[config.mk]
export PLATFORM = sky130hd
export DESIGN_NAME = bridge_master
export DESIGN_NICKNAME = d
export VERILOG_FILES = /design/src/logic/bridge_pkg.sv /design/src/logic/bridge_master.sv /design/src/logic/bus_execute.sv /design/src/logic/cmd_decode.sv /design/src/logic/cmd_queue.sv /design/src/logic/result_send.sv
export VERILOG_INCLUDE_DIRS = /design/src /design/src/logic
export SDC_FILE = /design/constraint.sdc
export NUM_CORES = 1
export LEC_CHECK = 0
export ABC_AREA = 0
export ABC_CLOCK_PERIOD_IN_PS = 3300
export BUFFER_PORTS_ARGS = -buffer_cell sky130_fd_sc_hd__buf_2
export CAP_MARGIN = 10
export CORE_UTILIZATION = 54
export CTS_CLUSTER_SIZE = 16
export DETAILED_ROUTE_END_ITERATION = 10
export HOLD_SLACK_MARGIN = 0.08
export PLACE_DENSITY = 0.83
export RECOVER_POWER = 100
export SETUP_SLACK_MARGIN = 0.02
export SLEW_MARGIN = 20
export SYNTH_ARGS = -nofsm -noshare
export SYNTH_HDL_FRONTEND = slang
export SYNTH_SLANG_ARGS = --single-unit
[constraint.sdc]
create_clock -name clk -period 3.3 [get_ports clk]
set_clock_uncertainty 0.2 [all_clocks]
set_input_delay 0.165 -clock clk [delete_from_list [all_inputs] [get_ports clk]]
set_output_delay 0.165 -clock clk [all_outputs]
set_load 0.1 [all_outputs]
[src/logic/bridge_defs.svh]
/*
 * Bridge master widths, FIFO depth and UART bit timing
 */
`ifndef BRIDGE_DEFS_SVH
`define BRIDGE_DEFS_SVH

// ----------------------------------------
// Datapath widths
// ----------------------------------------
`define BRIDGE_DATA_W       8   // One data byte on bus and UART
`define BRIDGE_BB_ADDR_W    12  // Address as sent by the remote side
`define BRIDGE_BUS_ADDR_W   16  // Local bus address after mapping
`define BRIDGE_FRAME_W      21  // {mode, data, bb_addr}

// ----------------------------------------
// Queue and UART
// ----------------------------------------
`define BRIDGE_QUEUE_DEPTH  8   // Pending commands, power of two

// Clocks per UART bit, short so that simulation stays fast
`define BRIDGE_CLKS_PER_BIT 16

`endif

[src/logic/bridge_pkg.sv]
/*
 * Bridge master types: commands, bus transactions, FSM states
 */
`default_nettype none

`include "bridge_defs.svh"

package bridge_pkg;

    // Bus operation, same encoding as the frame mode bit
    typedef enum logic {
        OP_READ  = 1'b0,
        OP_WRITE = 1'b1
    } cmd_op_t;

    // ----------------------------------------
    // Decoded command, bit layout equals the UART frame
    // ----------------------------------------
    typedef struct packed {
        cmd_op_t                      op;      // Bit 20
        logic [`BRIDGE_DATA_W-1:0]    data;    // Bits 19:12
        logic [`BRIDGE_BB_ADDR_W-1:0] bb_addr; // Bits 11:0
    } bridge_cmd_t;

    // One transaction as driven on the local bus
    typedef struct packed {
        cmd_op_t                       op;
        logic [`BRIDGE_BUS_ADDR_W-1:0] addr;  // Mapped address
        logic [`BRIDGE_DATA_W-1:0]     wdata; // Don't care on reads
    } bus_req_t;

    // Execute FSM
    typedef enum logic [1:0] {
        EX_IDLE,  // Waiting for a command
        EX_REQ,   // Bus requested, no grant yet
        EX_ISSUE, // bus_valid cycle
        EX_WAIT   // Waiting for ack or read data
    } exec_state_t;

    // UART RX and TX share the same phases
    typedef enum logic [1:0] {
        U_IDLE,
        U_START,
        U_DATA,
        U_STOP
    } uart_state_t;

endpackage

`default_nettype wire

[src/logic/bridge_master.sv]
/*
 * Bridge master top: UART commands in, local bus transactions out,
 * read results back over UART
 */
`timescale 1ns/1ps
`default_nettype none

`include "bridge_defs.svh"

module bridge_master (
    input  wire logic                       clk,
    input  wire logic                       rstn,
    // Remote UART
    input  wire logic                       u_rx,
    output logic                            u_tx,
    // Local bus
    output logic                            bus_breq,
    input  wire logic                       bus_grant,
    output bridge_pkg::bus_req_t            bus_out,
    output logic                            bus_valid,
    input  wire logic                       bus_ack,
    input  wire logic [`BRIDGE_DATA_W-1:0]  bus_rdata,
    input  wire logic                       bus_rvalid
);

    bridge_pkg::bridge_cmd_t   cmd;       // Decoder to queue
    logic                      cmd_valid;
    bridge_pkg::bridge_cmd_t   head;      // Queue to execute
    logic                      empty;
    logic                      pop;
    logic [`BRIDGE_DATA_W-1:0] rd_data;   // Execute to result
    logic                      rd_valid;
    logic                      tx_busy;

    // ----------------------------------------
    // Decode, queue, execute, result
    // ----------------------------------------
    cmd_decode cmd_decode_i (
        .clk(clk), .rstn(rstn), .u_rx(u_rx), .cmd(cmd), .cmd_valid(cmd_valid)
    );

    cmd_queue cmd_queue_i (
        .clk(clk), .rstn(rstn), .push(cmd_valid), .din(cmd),
        .pop(pop), .head(head), .empty(empty)
    );

    bus_execute bus_execute_i (
        .clk(clk), .rstn(rstn), .head(head), .empty(empty), .pop(pop),
        .tx_busy(tx_busy), .rd_data(rd_data), .rd_valid(rd_valid),
        .bus_breq(bus_breq), .bus_grant(bus_grant), .bus_out(bus_out),
        .bus_valid(bus_valid), .bus_ack(bus_ack),
        .bus_rdata(bus_rdata), .bus_rvalid(bus_rvalid)
    );

    result_send result_send_i (
        .clk(clk), .rstn(rstn), .rd_data(rd_data), .rd_valid(rd_valid),
        .u_tx(u_tx), .tx_busy(tx_busy)
    );

endmodule

`default_nettype wire

[src/logic/bus_execute.sv]
/*
 * Bus master: takes queued commands, maps the address and runs
 * one request/grant/valid/ack transaction per command
 */
`timescale 1ns/1ps
`default_nettype none

`include "bridge_defs.svh"

module bus_execute (
    input  wire logic                       clk,
    input  wire logic                       rstn,
    // Queue side
    input  wire bridge_pkg::bridge_cmd_t    head,
    input  wire logic                       empty,
    output logic                            pop,
    // Result side
    input  wire logic                       tx_busy,
    output logic [`BRIDGE_DATA_W-1:0]       rd_data,
    output logic                            rd_valid,
    // Local bus
    output logic                            bus_breq,
    input  wire logic                       bus_grant,
    output bridge_pkg::bus_req_t            bus_out,
    output logic                            bus_valid,
    input  wire logic                       bus_ack,
    input  wire logic [`BRIDGE_DATA_W-1:0]  bus_rdata,
    input  wire logic                       bus_rvalid
);

    bridge_pkg::exec_state_t state_q;
    bridge_pkg::bus_req_t    req_q;   // Latched transaction, held to the end
    logic                    go;      // Leave idle with the head command
    logic                    active;  // Valid cycle or waiting
    logic                    done;    // Transaction ends this cycle
    logic                    rd_hit;  // Read data arrives

    // ----------------------------------------
    // Address mapping
    // ----------------------------------------
    // bb[11:10] -> bus[15:12], bb[9:0] -> bus[11:0]
    function automatic logic [`BRIDGE_BUS_ADDR_W-1:0] map_addr(
        input logic [`BRIDGE_BB_ADDR_W-1:0] bb
    );
        map_addr = {2'b00, bb[11:10], 2'b00, bb[9:0]};
    endfunction

    // A read waits until the TX path is free, so its byte is never lost
    assign go = (state_q == bridge_pkg::EX_IDLE) && !empty &&
                (head.op == bridge_pkg::OP_WRITE || (!tx_busy && !rd_valid));

    assign pop       = go;                                 // Same cycle as leaving idle
    assign bus_breq  = (state_q != bridge_pkg::EX_IDLE);  // Held until the end
    assign bus_valid = (state_q == bridge_pkg::EX_ISSUE);  // Exactly one cycle
    assign bus_out   = req_q;

    assign active = (state_q == bridge_pkg::EX_ISSUE) || (state_q == bridge_pkg::EX_WAIT);
    assign done   = active &&
                    ((req_q.op == bridge_pkg::OP_WRITE) ? bus_ack : bus_rvalid);
    assign rd_hit = active && (req_q.op == bridge_pkg::OP_READ) && bus_rvalid;

    // ----------------------------------------
    // Control FSM
    // ----------------------------------------
    always_ff @(posedge clk or negedge rstn) begin
        if (!rstn) begin
            state_q  <= bridge_pkg::EX_IDLE;
            rd_valid <= 1'b0;
        end else begin
            rd_valid <= rd_hit;                   // One cycle after bus_rvalid
            case (state_q)
                bridge_pkg::EX_IDLE:
                    if (go) state_q <= bridge_pkg::EX_REQ;
                bridge_pkg::EX_REQ:
                    if (bus_grant) state_q <= bridge_pkg::EX_ISSUE;
                bridge_pkg::EX_ISSUE:              // Fast slave may end it right away
                    state_q <= done ? bridge_pkg::EX_IDLE : bridge_pkg::EX_WAIT;
                bridge_pkg::EX_WAIT:
                    if (done) state_q <= bridge_pkg::EX_IDLE;
                default: state_q <= bridge_pkg::EX_IDLE;
            endcase
        end
    end

    // Payload registers
    always_ff @(posedge clk) begin
        if (go) begin
            req_q.op    <= head.op;
            req_q.addr  <= map_addr(head.bb_addr);
            req_q.wdata <= head.data;
        end
        if (rd_hit)
            rd_data <= bus_rdata;
    end

    // ----------------------------------------
    // Bus protocol checks
    // ----------------------------------------
    a_valid_granted : assert property (@(posedge clk) disable iff (!rstn)
        bus_valid |-> bus_breq && bus_grant);

    a_out_stable : assert property (@(posedge clk) disable iff (!rstn)
        (state_q == bridge_pkg::EX_WAIT) |-> $stable(bus_out));

endmodule

`default_nettype wire

[src/logic/cmd_decode.sv]
/*
 * Command decoder: UART receiver for 21-bit frames, LSB first,
 * presents each good frame as a typed command for one cycle
 */
`timescale 1ns/1ps
`default_nettype none

`include "bridge_defs.svh"

module cmd_decode (
    input  wire logic                   clk,
    input  wire logic                   rstn,
    input  wire logic                   u_rx,
    output bridge_pkg::bridge_cmd_t     cmd,
    output logic                        cmd_valid
);

    localparam int CNT_W = $clog2(`BRIDGE_CLKS_PER_BIT);
    localparam int IDX_W = $clog2(`BRIDGE_FRAME_W);
    localparam int HALF  = `BRIDGE_CLKS_PER_BIT / 2;

    logic                       rx_meta;   // First sync stage
    logic                       rx_sync;   // Safe to use
    bridge_pkg::uart_state_t    state_q;
    logic [CNT_W-1:0]           cnt_q;     // Clocks within a bit
    logic [IDX_W-1:0]           idx_q;     // Frame bit index
    logic [`BRIDGE_FRAME_W-1:0] shift_q;   // Frame being assembled
    logic                       bit_end;   // Mid-bit sample point
    logic                       half_end;  // Middle of the start bit

    // ----------------------------------------
    // Two-flop synchronizer, idles high
    // ----------------------------------------
    always_ff @(posedge clk or negedge rstn) begin
        if (!rstn) begin
            rx_meta <= 1'b1;
            rx_sync <= 1'b1;
        end else begin
            rx_meta <= u_rx;
            rx_sync <= rx_meta;
        end
    end

    assign bit_end  = (cnt_q == CNT_W'(`BRIDGE_CLKS_PER_BIT - 1));
    assign half_end = (cnt_q == CNT_W'(HALF - 1));

    // ----------------------------------------
    // Receive FSM
    // ----------------------------------------
    always_ff @(posedge clk or negedge rstn) begin
        if (!rstn) begin
            state_q   <= bridge_pkg::U_IDLE;
            cnt_q     <= '0;
            idx_q     <= '0;
            cmd_valid <= 1'b0;
        end else begin
            cmd_valid <= 1'b0;                   // Strobe by default
            case (state_q)
                bridge_pkg::U_IDLE: begin
                    cnt_q <= '0;
                    idx_q <= '0;
                    if (!rx_sync)                // Falling edge, start bit begins
                        state_q <= bridge_pkg::U_START;
                end
                bridge_pkg::U_START: begin
                    if (half_end) begin
                        cnt_q <= '0;             // From here on, count whole bits
                        // Glitch check, line must still be low
                        state_q <= rx_sync ? bridge_pkg::U_IDLE : bridge_pkg::U_DATA;
                    end else begin
                        cnt_q <= cnt_q + 1'b1;
                    end
                end
                bridge_pkg::U_DATA: begin
                    if (bit_end) begin
                        cnt_q <= '0;
                        idx_q <= idx_q + 1'b1;
                        if (idx_q == IDX_W'(`BRIDGE_FRAME_W - 1))
                            state_q <= bridge_pkg::U_STOP;
                    end else begin
                        cnt_q <= cnt_q + 1'b1;
                    end
                end
                bridge_pkg::U_STOP: begin
                    if (bit_end) begin
                        state_q   <= bridge_pkg::U_IDLE;
                        cmd_valid <= rx_sync;    // Bad stop bit drops the frame
                    end else begin
                        cnt_q <= cnt_q + 1'b1;
                    end
                end
                default: state_q <= bridge_pkg::U_IDLE;
            endcase
        end
    end

    // Payload path, LSB arrives first so shift in from the top
    always_ff @(posedge clk) begin
        if (state_q == bridge_pkg::U_DATA && bit_end)
            shift_q <= {rx_sync, shift_q[`BRIDGE_FRAME_W-1:1]};
        if (state_q == bridge_pkg::U_STOP && bit_end && rx_sync)
            cmd <= bridge_pkg::bridge_cmd_t'(shift_q);
    end

    // Frames are far apart, a strobe never lasts two cycles
    a_valid_pulse : assert property (@(posedge clk) disable iff (!rstn)
        cmd_valid |=> !cmd_valid);

endmodule

`default_nettype wire

[src/logic/cmd_queue.sv]
/*
 * Command FIFO between decoder and bus execute, circular buffer
 */
`timescale 1ns/1ps
`default_nettype none

`include "bridge_defs.svh"

module cmd_queue #(
    parameter int DEPTH = `BRIDGE_QUEUE_DEPTH  // Power of two
) (
    input  wire logic                     clk,
    input  wire logic                     rstn,
    input  wire logic                     push,
    input  wire bridge_pkg::bridge_cmd_t  din,
    input  wire logic                     pop,
    output bridge_pkg::bridge_cmd_t       head,
    output logic                          empty
);

    localparam int AW = $clog2(DEPTH);

    bridge_pkg::bridge_cmd_t mem [DEPTH];  // Storage, no reset needed
    logic [AW-1:0]           wr_ptr;
    logic [AW-1:0]           rd_ptr;
    logic [AW:0]             count;        // One extra bit for full
    logic                    full;
    logic                    do_push;
    logic                    do_pop;

    assign full    = (count == (AW+1)'(DEPTH));
    assign empty   = (count == '0);
    assign do_push = push && !full;        // Overflow is dropped
    assign do_pop  = pop && !empty;
    assign head    = mem[rd_ptr];          // First-word fall-through

    always_ff @(posedge clk) begin
        if (do_push)
            mem[wr_ptr] <= din;
    end

    // Pointers wrap naturally for power-of-two depth
    always_ff @(posedge clk or negedge rstn) begin
        if (!rstn) begin
            wr_ptr <= '0;
            rd_ptr <= '0;
            count  <= '0;
        end else begin
            if (do_push) wr_ptr <= wr_ptr + 1'b1;
            if (do_pop)  rd_ptr <= rd_ptr + 1'b1;
            count <= count + (AW+1)'(do_push) - (AW+1)'(do_pop);
        end
    end

    // Execute must only pop what exists
    a_no_underflow : assert property (@(posedge clk) disable iff (!rstn)
        pop |-> !empty);

endmodule

`default_nettype wire

[src/logic/result_send.sv]
/*
 * Result sender: UART transmitter for read data bytes,
 * start bit, 8 data bits LSB first, stop bit
 */
`timescale 1ns/1ps
`default_nettype none

`include "bridge_defs.svh"

module result_send (
    input  wire logic                       clk,
    input  wire logic                       rstn,
    input  wire logic [`BRIDGE_DATA_W-1:0]  rd_data,
    input  wire logic                       rd_valid,
    output logic                            u_tx,
    output logic                            tx_busy
);

    localparam int CNT_W = $clog2(`BRIDGE_CLKS_PER_BIT);
    localparam int IDX_W = $clog2(`BRIDGE_DATA_W);

    bridge_pkg::uart_state_t   state_q;
    logic [CNT_W-1:0]          cnt_q;    // Clocks within a bit
    logic [IDX_W-1:0]          idx_q;    // Data bit being sent
    logic [`BRIDGE_DATA_W-1:0] shift_q;  // Bit 0 is on the line
    logic                      bit_end;

    assign bit_end = (cnt_q == CNT_W'(`BRIDGE_CLKS_PER_BIT - 1));
    assign tx_busy = (state_q != bridge_pkg::U_IDLE);  // Start through stop

    always_ff @(posedge clk or negedge rstn) begin
        if (!rstn) begin
            state_q <= bridge_pkg::U_IDLE;
            cnt_q   <= '0;
            idx_q   <= '0;
            u_tx    <= 1'b1;                     // Line idles high
        end else begin
            cnt_q <= bit_end ? '0 : cnt_q + 1'b1;
            case (state_q)
                bridge_pkg::U_IDLE: begin
                    cnt_q <= '0;
                    idx_q <= '0;
                    u_tx  <= 1'b1;
                    if (rd_valid) begin
                        state_q <= bridge_pkg::U_START;
                        u_tx    <= 1'b0;         // Start bit next cycle
                    end
                end
                bridge_pkg::U_START:
                    if (bit_end) begin
                        state_q <= bridge_pkg::U_DATA;
                        u_tx    <= shift_q[0];
                    end
                bridge_pkg::U_DATA:
                    if (bit_end) begin
                        if (idx_q == IDX_W'(`BRIDGE_DATA_W - 1)) begin
                            state_q <= bridge_pkg::U_STOP;
                            u_tx    <= 1'b1;     // Stop bit
                        end else begin
                            idx_q <= idx_q + 1'b1;
                            u_tx  <= shift_q[1]; // Next bit before the shift lands
                        end
                    end
                bridge_pkg::U_STOP:
                    if (bit_end) state_q <= bridge_pkg::U_IDLE;
                default: state_q <= bridge_pkg::U_IDLE;
            endcase
        end
    end

    // Byte shifter
    always_ff @(posedge clk) begin
        if (state_q == bridge_pkg::U_IDLE && rd_valid)
            shift_q <= rd_data;
        else if (state_q == bridge_pkg::U_DATA && bit_end)
            shift_q <= shift_q >> 1;
    end

    // Execute holds reads back while busy, so no byte is overwritten
    a_no_overrun : assert property (@(posedge clk) disable iff (!rstn)
        rd_valid |-> !tx_busy);

endmodule

`default_nettype wire

Word level (Yosys, flattened, before mapping)
Memory sizes are Yosys's and may differ from the RTL's.
Index checks and enable logic that the tools add are counted.

cells by class
  add/sub/neg operators = 8
  eq/ne operators = 30
  multiplexer cells = 41
  bitwise logic cells = 1
  reduce and logical (&&, ||, !) cells = 35

operator list
  cell                   count
  $mux W2                15
  $pmux W2 S4            3
  $mux W4                5
  $ne A2 B1 Y1 const B   9
  $mux W8                2
  $pmux W4 S4            1
  $logic_and A1 B1 Y1    13
  $eq A2 B2 Y1 const B   6
  $eq A4 B4 Y1 const B   3
  $ne A2 B2 Y1 const B   6
  $pmux W5 S2            1
  $reduce_and A5 Y1      2
  $reduce_bool A2 Y1     5
  $add A3 B1 Y3 const B  3
  $mux W1                9
  $reduce_and A3 Y1      3
  $add A4 B1 Y4 const B  2
  $eq A2 B1 Y1 const B   3
  $logic_not A2 Y1       3
  $mux W3                2
  $pmux W3 S2            1
  $add A5 B1 Y5 const B  1
  $eq A5 B5 Y1 const B   1
  $mux W5                1
  11 further kinds       15

storage, ports and cells
  register bits after elaboration = 116
  RAM bits = 168
  bits of input ports = 14
  output and inout port bits = 28
  logic and storage cells = 140
  memories kept = 1

memory list
  name             depth  bits a word  read ports  clocked after Yosys merged registers in  wr ports  line             RTL
  cmd_queue_i.mem  8      21           1           0                                        1         cmd_queue.sv:23  bridge_pkg::bridge_cmd_t mem [DEPTH];

Longest topological paths before layout
Gate-level depths: netlist of run 1.

  word-level depth = 7
  mapped depth = 11
  gate-level depth less buffers = 10

Hierarchy
From an unflattened synthesis of run 1, not the netlist that was laid out.

second synthesis, totals
  cells, all modules = 548
  area, all modules = 11071.9 um^2

by module, submodules not included
  module       times used  cells an instance  area an instance (um^2)  seq. area each (um^2)
  cmd_queue    1           299                7041.8                   5295.1
  cmd_decode   1           123                2015.7                   1614.0
  bus_execute  1           49                 1068.5                   945.9
  result_send  1           77                 945.9                    491.7

Worst setup path before layout of run 1
Ideal clock, no wire load.

  path kind = register to register
  start = reg cmd_queue_i.count[2]
  end = mem cmd_queue_i.mem[0][0] in the netlist's numbering (enable)
  setup time = 425 ps
  data arrival time = 2522 ps
  data required time = 2675 ps
  slack = 152 ps
  stages on the path, launching flop included = 6
  path buffers = 0
  clock period less this slack = 3148 ps
  path through = dfrtp_1 inv_1 ha_1 a21boi_1 nand2b_1 nor3_1

between the ends
  longest elaborated chain between the ends = 5

RTL lines
  what                           line             RTL
  start: declaration             cmd_queue.sv:26  logic [AW:0] count;
  start signal: assignment       cmd_queue.sv:51  count <= count + (AW+1)'(do_push) - (AW+1)'(do_pop);
  $eq A4 B4 Y1                   cmd_queue.sv:31  assign full = (count == (AW+1)'(DEPTH));
  $logic_not A1 Y1               cmd_queue.sv:33  assign do_push = push && !full;
  $logic_and A1 B1 Y1            cmd_queue.sv:33
  via cmd_queue_i.do_push        cmd_queue.sv:28  logic do_push;
  $mux W1                        cmd_queue.sv:38  if (do_push)
  $mux W1 (not written as such)  cmd_queue.sv:39  mem[wr_ptr] <= din;
  end: declaration               cmd_queue.sv:23

The timed path passes the listed nets, and every way through them passes these cells.

==> results of run 1 <==
## repair_timing
item,4_1_cts,5_1_grt
gates resized for setup,0,0
buffers inserted,0,0
hold endpoints to repair,57,0
hold buffers,16,0
## metrics by stage
stage	setup WS, ns	utilization
4_1_cts	0.4761	0.6384
3_5_place_dp	0.5069	0.5835
3_3_place_gp	0.5785	0.5835
2_1_floorplan	0.1524	-
5_1_grt	0.2903	0.6320
6_report	0.4208	0.6320
## how the worst min path moves through the flow
stage | startpoint | end | cells after the start
after detailed placement | u_rx | cmd_decode_i.rx_meta | 1
after global placement | u_rx | cmd_decode_i.rx_meta | 1
after floorplan | rstn | asynchronous set/reset pin | 0
after global routing | bus_rdata[3] | bus_execute_i.rd_data[3] | 2
final | bus_rdata[4] | bus_execute_i.rd_data[4] | 2
after CTS | rstn | cmd_decode_i.idx_q[0] | 2
## flip-flops by register name (all words and copies together), names as in the netlist, 2 cells and up, named ones only
signal,count
cmd_decode_i.cmd,21
cmd_decode_i.cnt_q,4
bus_execute_i.state_q,2
cmd_queue_i.wr_ptr,3
cmd_queue_i.mem,168
result_send_i.shift_q,8
bus_execute_i.rd_data,8
cmd_queue_i.count,4
cmd_queue_i.rd_ptr,3
result_send_i.state_q,2
bus_execute_i.bus_out,21
cmd_decode_i.idx_q,5
cmd_decode_i.shift_q,21
result_send_i.idx_q,3
result_send_i.cnt_q,4
## power by group
part           total [µW]  switching (µW)  leakage, µW  internal, µW
registers            4710             304      0.00268          4400
logic                3550            2400      0.00116          1140
clock network        3120            1270     0.000440          1840
## area by class of cell
cell class | count | area share
sequential | 284 | 0.6743
multi-input combinational | 226 | 0.1889
clock buffer | 35 | 0.06043
timing repair buffer | 68 | 0.03153
tap | 265 | 0.02678
clock inverter | 17 | 0.01354
inverter | 15 | 0.004548
## per-layer routing
metal  wire length, µm  part of all wire  vias to the layer above
met1              7804              0.39                     2704
met5                 0                 0                        -
met3              1166             0.058                       32
met4               456             0.023                        0
met2             10740              0.53                      198
li1                  -                 -                     2288
## kinds of logic (layout without fill, tap and decap cells)
kind of cell | Yosys count | in the layout | share of synthesized area
other | 1 | 4 | 0.0003453
XOR/XNOR | 10 | 10 | 0.008065
flip-flops | 284 | 284 | 0.7686
multiplexers | 80 | 80 | 0.1269
buffers and inverters | 38 | 135 | 0.01578
AO/OA/AOI/OAI | 40 | 40 | 0.02512
AND/OR/NAND/NOR | 72 | 72 | 0.03146
adder cells (fa/ha/maj) | 20 | 20 | 0.02374
## cell usage after synthesis (2+ instances only)
cell	n	area [µm²]
a22oi_1	2	15.01
xor2_1	5	43.79
o22ai_1	4	25.02
ha_1	19	237.7
nand2b_1	4	25.02
buf_2	5	25.02
mux2i_1	3	30.03
edfxtp_1	247	7417
o211ai_1	3	22.52
a21o_1	2	15.01
nor2b_1	4	25.02
mux4_2	42	945.9
o21ai_0	5	25.02
dfstp_2	3	78.83
mux2_2	33	371.6
o31ai_1	2	15.01
inv_1	15	56.30
nand2_1	19	71.32
dfrtp_1	34	850.8
nor3_1	5	25.02
xnor2_1	5	43.79
buf_4	4	30.03
nor2_1	25	93.84
and3_1	2	12.51
a21oi_1	10	50.05
clkbuf_1	13	48.80
nand3_1	4	20.02
a22o_1	3	26.28
nand3b_1	3	22.52
mux2_4	2	30.03
## worst max-delay path: stages, from the launching register on
cell and delay (ns):
dfrtp_2 0.39, mux4_2 0.52, mux2_1 0.38, o21a_1 0.22, ha_1 0.28, inv_1 0.04, ha_1 0.20, fa_1 0.38
xor2_1 0.17
==> results.py, run 1 <==
metrics = {
    "power": {
        "leakage_uw": 0.004281,
        "peakVddDrop_mv": 0.5281,
        "p_total_uw": 11370,
        "pwr_density_cell_nw_per_um2": 918.5,
    },
    "layout": {
        "nets": 657,
        "n_fill_cell": 1313,
        "seq_area_um2": 8348,
        "num_antenna_cells": 0,
        "final_cells": 910,
        "layout_common_cells": "edfxtp_1 (247), mux4_2 (42), clkbuf_1 (36), dfrtp_1 (33), mux2_2 (31)",
        "final_common_cell": "edfxtp_1",
        "multi_input_area_um2": 2338,
        "area_delta_synth_final_pct": 14.01,
        "postLayoutCellArea_um2": 12380,
        "drive_gt1_frac": 0.2233,
    },
    "worst_hold_path": {
        "min-delay-path-class": "in2reg",
    },
    "synthesis": {
        "yosysSeqAreaShare": 0.7686,
        "synth_edf_count": 247,
        "syn_area_um2": 10860,
        "synth_cell_types": 48,
        "syn_area_per_cell_um2": 19.93,
        "yosys_warnings": 0,
        "synth_cells": 545,
        "ys.flop_type": "edfxtp_1",
        "ys_async_sr_fraction": 0.1303,
        "ys_ff_latch": 284,
    },
    "worst_setup_path": {
        "worstRegToRegCells": 8,
        "worstPathRequired_ns": 3.51,
        "r2r-start": "cmd_queue_i.rd_ptr[0]",
        "startpoint_type": "register",
        "cp.arrival_ns": 3.09,
        "rr_endpoint": "cmd_queue_i.count[2]",
        "crit_end": "cmd_queue_i.count[2]",
        "critPathKind": "reg2reg",
        "crit_path_max_fanout": 4,
        "worstSetupEndpointType": "register",
        "startpoint": "cmd_queue_i.rd_ptr[0]",
        "reg2reg_setup_slack_ns": 0.42,
    },
    "sta": {
        "final_max_slew_viol_count": 38,
        "setup_tns_ns": 0,
        "hold_violations": 0,
        "hold_slack_ns": 0.1420,
        "rsz0062_at_grt": "no",
        "period_needed_ns": 2.879,
        "slew-limit-headroom": -0.4007,
        "max_freq_mhz": 347.3,
        "tightest_slew_ns": 2.101,
        "setup_viol": 0,
        "post-route-period-util": 0.8725,
    },
    "global_routing": {
        "busiest_layer": "met2",
        "grt_use_met3": 0.03532,
        "grt_pass1_vias": 5571,
        "grt_pass1_wl_um": 31100,
        "gr-usage-met2": 0.3700,
        "track_usage": 0.2073,
        "met1_usage": 0.2551,
        "antenna_found_initial": 0,
        "gr-total-overflow": 0,
        "grt_max_degree": 43,
    },
    "placed_design": {
        "place.gp.congestion": 0.7851,
        "dp.cells": 842,
        "dpl-instance-area_um2": 11430,
        "numPortBuffers": 37,
        "hpwlAfterDp_um": 10440,
    },
    "clocking": {
        "numCtsBuffers": 28,
        "cts_max_level": 1,
        "clk_latency_ns": 0.53,
        "cts_buffer_depth": 3,
        "cts.sinks": 284,
        "clockRootBuffer": "clkbuf_16",
        "cts_tree": "done",
        "clkTransAtPathRegs_ns": 0.06,
    },
    "route": {
        "routedWlPerCell_um": 22.17,
        "postRouteAntennaNets": 0,
        "drc": 0,
        "vias_per_cell": 5.738,
        "drt_iter0_drc": 319,
        "wirelength_um": 20170,
        "first_pass_iters": 5,
        "via_count": 5222,
    },
    "die": {
        "rows": 51,
        "ios": 42,
        "initial_core_util": 0.5543,
        "die_x_um": 143.8,
        "fp.dieH_um": 143.8,
        "die-area_um2": 20680,
        "coreArea_um2": 19590,
    },
    "flow_run": {
        "max-cap-violations": 1,
    },
    "run_status": {
        "run_status": "finished with violations",
        "violations": "max-capacitance violations, max-slew violations",
    },
}
No activity file was read; power rests on OpenSTA's default activity.
==> run 2: changes to the inputs <==
Settings changed: ABC_AREA 0 to 1.
==> run 2 against run 1 <==
Effect of this change:
- the flow still finishes with violations (max-capacitance violations, max-slew violations)
- synthesized cell count increased by 49%
- final cell count increased by 28%
- highest routed layer unchanged
- critical endpoint unchanged
- largest power group unchanged
- critical path type unchanged
- sequential power down 6.8%
- area after synthesis increased by 1.3%
- register-to-register slack better by 0.03 ns
==> results.py, run 2 <==
metrics = {
    "run_status": {
        "run_status": "finished with violations",
        "violations": "max-capacitance violations, max-slew violations",
    },
    "global_routing": {
        "grt_pass1_vias": 6464,
        "gr-total-overflow": 0,
        "grt_pass1_wl_um": 33170,
        "grt_max_degree": 53,
        "antenna_found_initial": 0,
        "track_usage": 0.2130,
    },
    "placed_design": {
        "dp.cells": 1100,
        "hpwlAfterDp_um": 11260,
        "place_ws_ns": 0.6174,
        "place.gp.congestion": 0.7603,
        "numPortBuffers": 37,
    },
    "route": {
        "postRouteAntennaNets": 0,
        "vias_per_cell": 5.583,
        "via_count": 6515,
        "wirelength_um": 20930,
        "drt_iter0_drc": 569,
        "first_pass_iters": 5,
        "drc": 0,
        "routedWlPerCell_um": 17.93,
    },
    "synthesis": {
        "ys_top_cells_by_area": "edfxtp_1 (67%), dfrtp_1 (7.7%), o21ai_0 (4.2%)",
        "ys.flop_type": "edfxtp_1",
        "synth_edf_count": 247,
        "synth_cells": 814,
        "ys_ff_latch": 284,
        "syn_area_um2": 11000,
        "yosysSeqAreaShare": 0.7585,
        "yosys.area.top_type_share": 0.6740,
        "synth_commonest_cells": "edfxtp_1 (247), nand2_1 (115), nor2_1 (105), o21ai_0 (92), inv_1 (48)",
        "synth_most_common_cell": "edfxtp_1",
        "ys_async_sr_fraction": 0.1303,
        "yosys_warnings": 0,
        "syn_area_per_cell_um2": 13.52,
        "synth_top_area_cell": "edfxtp_1",
        "synth_cell_types": 40,
    },
    "clocking": {
        "numCtsBuffers": 28,
        "cts_buffer_depth": 3,
        "clkTransAtPathRegs_ns": 0.06,
        "postCtsSetupRepairBufs": 0,
        "cts_tree": "done",
        "clk_latency_ns": 0.54,
        "cts.sinks": 284,
        "cts_max_level": 1,
        "clockRootBuffer": "clkbuf_16",
    },
    "worst_hold_path": {
        "hold_start": "bus_rdata[3]",
        "min-delay-path-class": "in2reg",
    },
    "layout": {
        "layout_common_cells": "edfxtp_1 (247), nand2_1 (117), nor2_1 (96), o21ai_0 (92), inv_1 (49)",
        "multi_input_area_um2": 2267,
        "final_common_cell": "edfxtp_1",
        "drive_gt1_frac": 0.1042,
        "seq_area_um2": 8348,
        "n_fill_cell": 1364,
        "largest_register_ffs": 168,
        "nets": 917,
        "final_cells": 1167,
        "largest_register": "cmd_queue_i.mem",
        "num_antenna_cells": 0,
        "area_delta_synth_final_pct": 13.18,
    },
    "worst_setup_path": {
        "worstPathBufferInverterCount": 3,
        "cpPeakStageDelay_ns": 0.40,
        "startpoint_type": "register",
        "cp_cell_sequence": "buf_4, nand2_1, nand3_1, nand2_1, nand2_1, nand3_1, nand2_1, inv_1, ha_1, inv_1, ha_1, fa_1, xor2_1",
        "crit_top_cell": "nand2_1",
        "worstSetupEndpointType": "register",
        "worstPathRequired_ns": 3.52,
        "critPathSlowestCell": "dfrtp_2",
        "startpoint": "cmd_queue_i.rd_ptr[0]",
        "critPathTopFamily": "adder cells",
        "crit_path_max_fanout": 33,
        "cp.arrival_ns": 3.07,
        "critPathKind": "reg2reg",
        "r2r-start": "cmd_queue_i.rd_ptr[0]",
    },
    "sta": {
        "period_needed_ns": 2.854,
        "rsz0062_at_grt": "no",
        "hold_violations": 0,
        "setup_viol": 0,
        "post-route-period-util": 0.8648,
        "tightest_slew_ns": 2.060,
        "setup_tns_ns": 0,
        "slew-limit-headroom": -0.3732,
        "max_freq_mhz": 350.4,
        "hold_slack_ns": 0.1419,
        "final_max_slew_viol_count": 38,
        "setup_slack_ns": 0.4460,
    },
    "die": {
        "die_x_um": 144.8,
        "ios": 42,
        "die-area_um2": 20950,
        "initial_core_util": 0.5581,
        "rows": 51,
        "fp.dieH_um": 144.8,
        "coreArea_um2": 19720,
    },
    "flow_run": {
        "max-cap-violations": 1,
    },
    "power": {
        "leakage_uw": 0.004549,
        "peakVddDrop_mv": 0.6976,
        "pwr_density_cell_nw_per_um2": 852.6,
    },
}
[run 2: area by class of cell]
cell class,count,area share
well taps,265,0.02662
clock inverters,17,0.01055
multi-input cells,444,0.1820
repair buffers,74,0.03597
flip-flops and latches,284,0.6703
inverters,51,0.01537
clock buffers,32,0.05917
[run 2: path summary, 6_finish.rpt]
path	endpoint	slack (ns)	depth (start not counted)
worst max-delay path	cmd_queue_i.count[2]	0.45	13
worst min-delay path	bus_execute_i.rd_data[3]	0.14	2
worst max register to register	cmd_queue_i.count[2]	0.45	13
worst min register to register	cmd_decode_i.rx_sync	0.16	0
max in group asynchronous	cmd_queue_i.rd_ptr[0]	0.99	2
min in group asynchronous	cmd_decode_i.idx_q[4]	0.58	2
[run 2: stage by stage]
stage	power (µW)	cell area (µm²)	utilization
finish	10620	12450	0.6316
global route	11160	12450	0.6316
floorplan	7011	11020	-
detailed placement	7655	11500	0.5835
global placement	7551	11500	0.5835
CTS	10740	12550	0.6367
[run 2: timing repair]
| action | in CTS | in global routing |
|---|---|---|
| gates resized for setup | 0 | 0 |
| hold endpoints to repair | 57 | 0 |
| hold buffers | 18 | 0 |
[run 2: report_power, final]
part / internal (µW) / leakage, µW / switching [µW]
logic: 800 / 0.00142 / 2440
registers: 4240 / 0.00269 / 149
clock network: 1740 / 0.000432 / 1250
[run 2: logic make-up after synthesis]
kind of cell / count (synthesis) / synth area share
mux: 7 / 0.007164
xor+xnor: 7 / 0.005571
fa+ha+maj: 20 / 0.02342
buf+inv: 89 / 0.03525
other cells: 1 / 0.0003408
simple gates: 253 / 0.09324
flops: 284 / 0.7585
compound gates: 153 / 0.07652
[run 2: per-layer routing]
layer / vias to the layer above / wire, µm / GRT usage
li1: 3027 / - / -
met2: 293 / 10580 / 0.3669
met4: 0 / 546 / 0.08587
met1: 3144 / 8164 / 0.2710
met3: 51 / 1638 / 0.03291
met5: - / 0 / 0
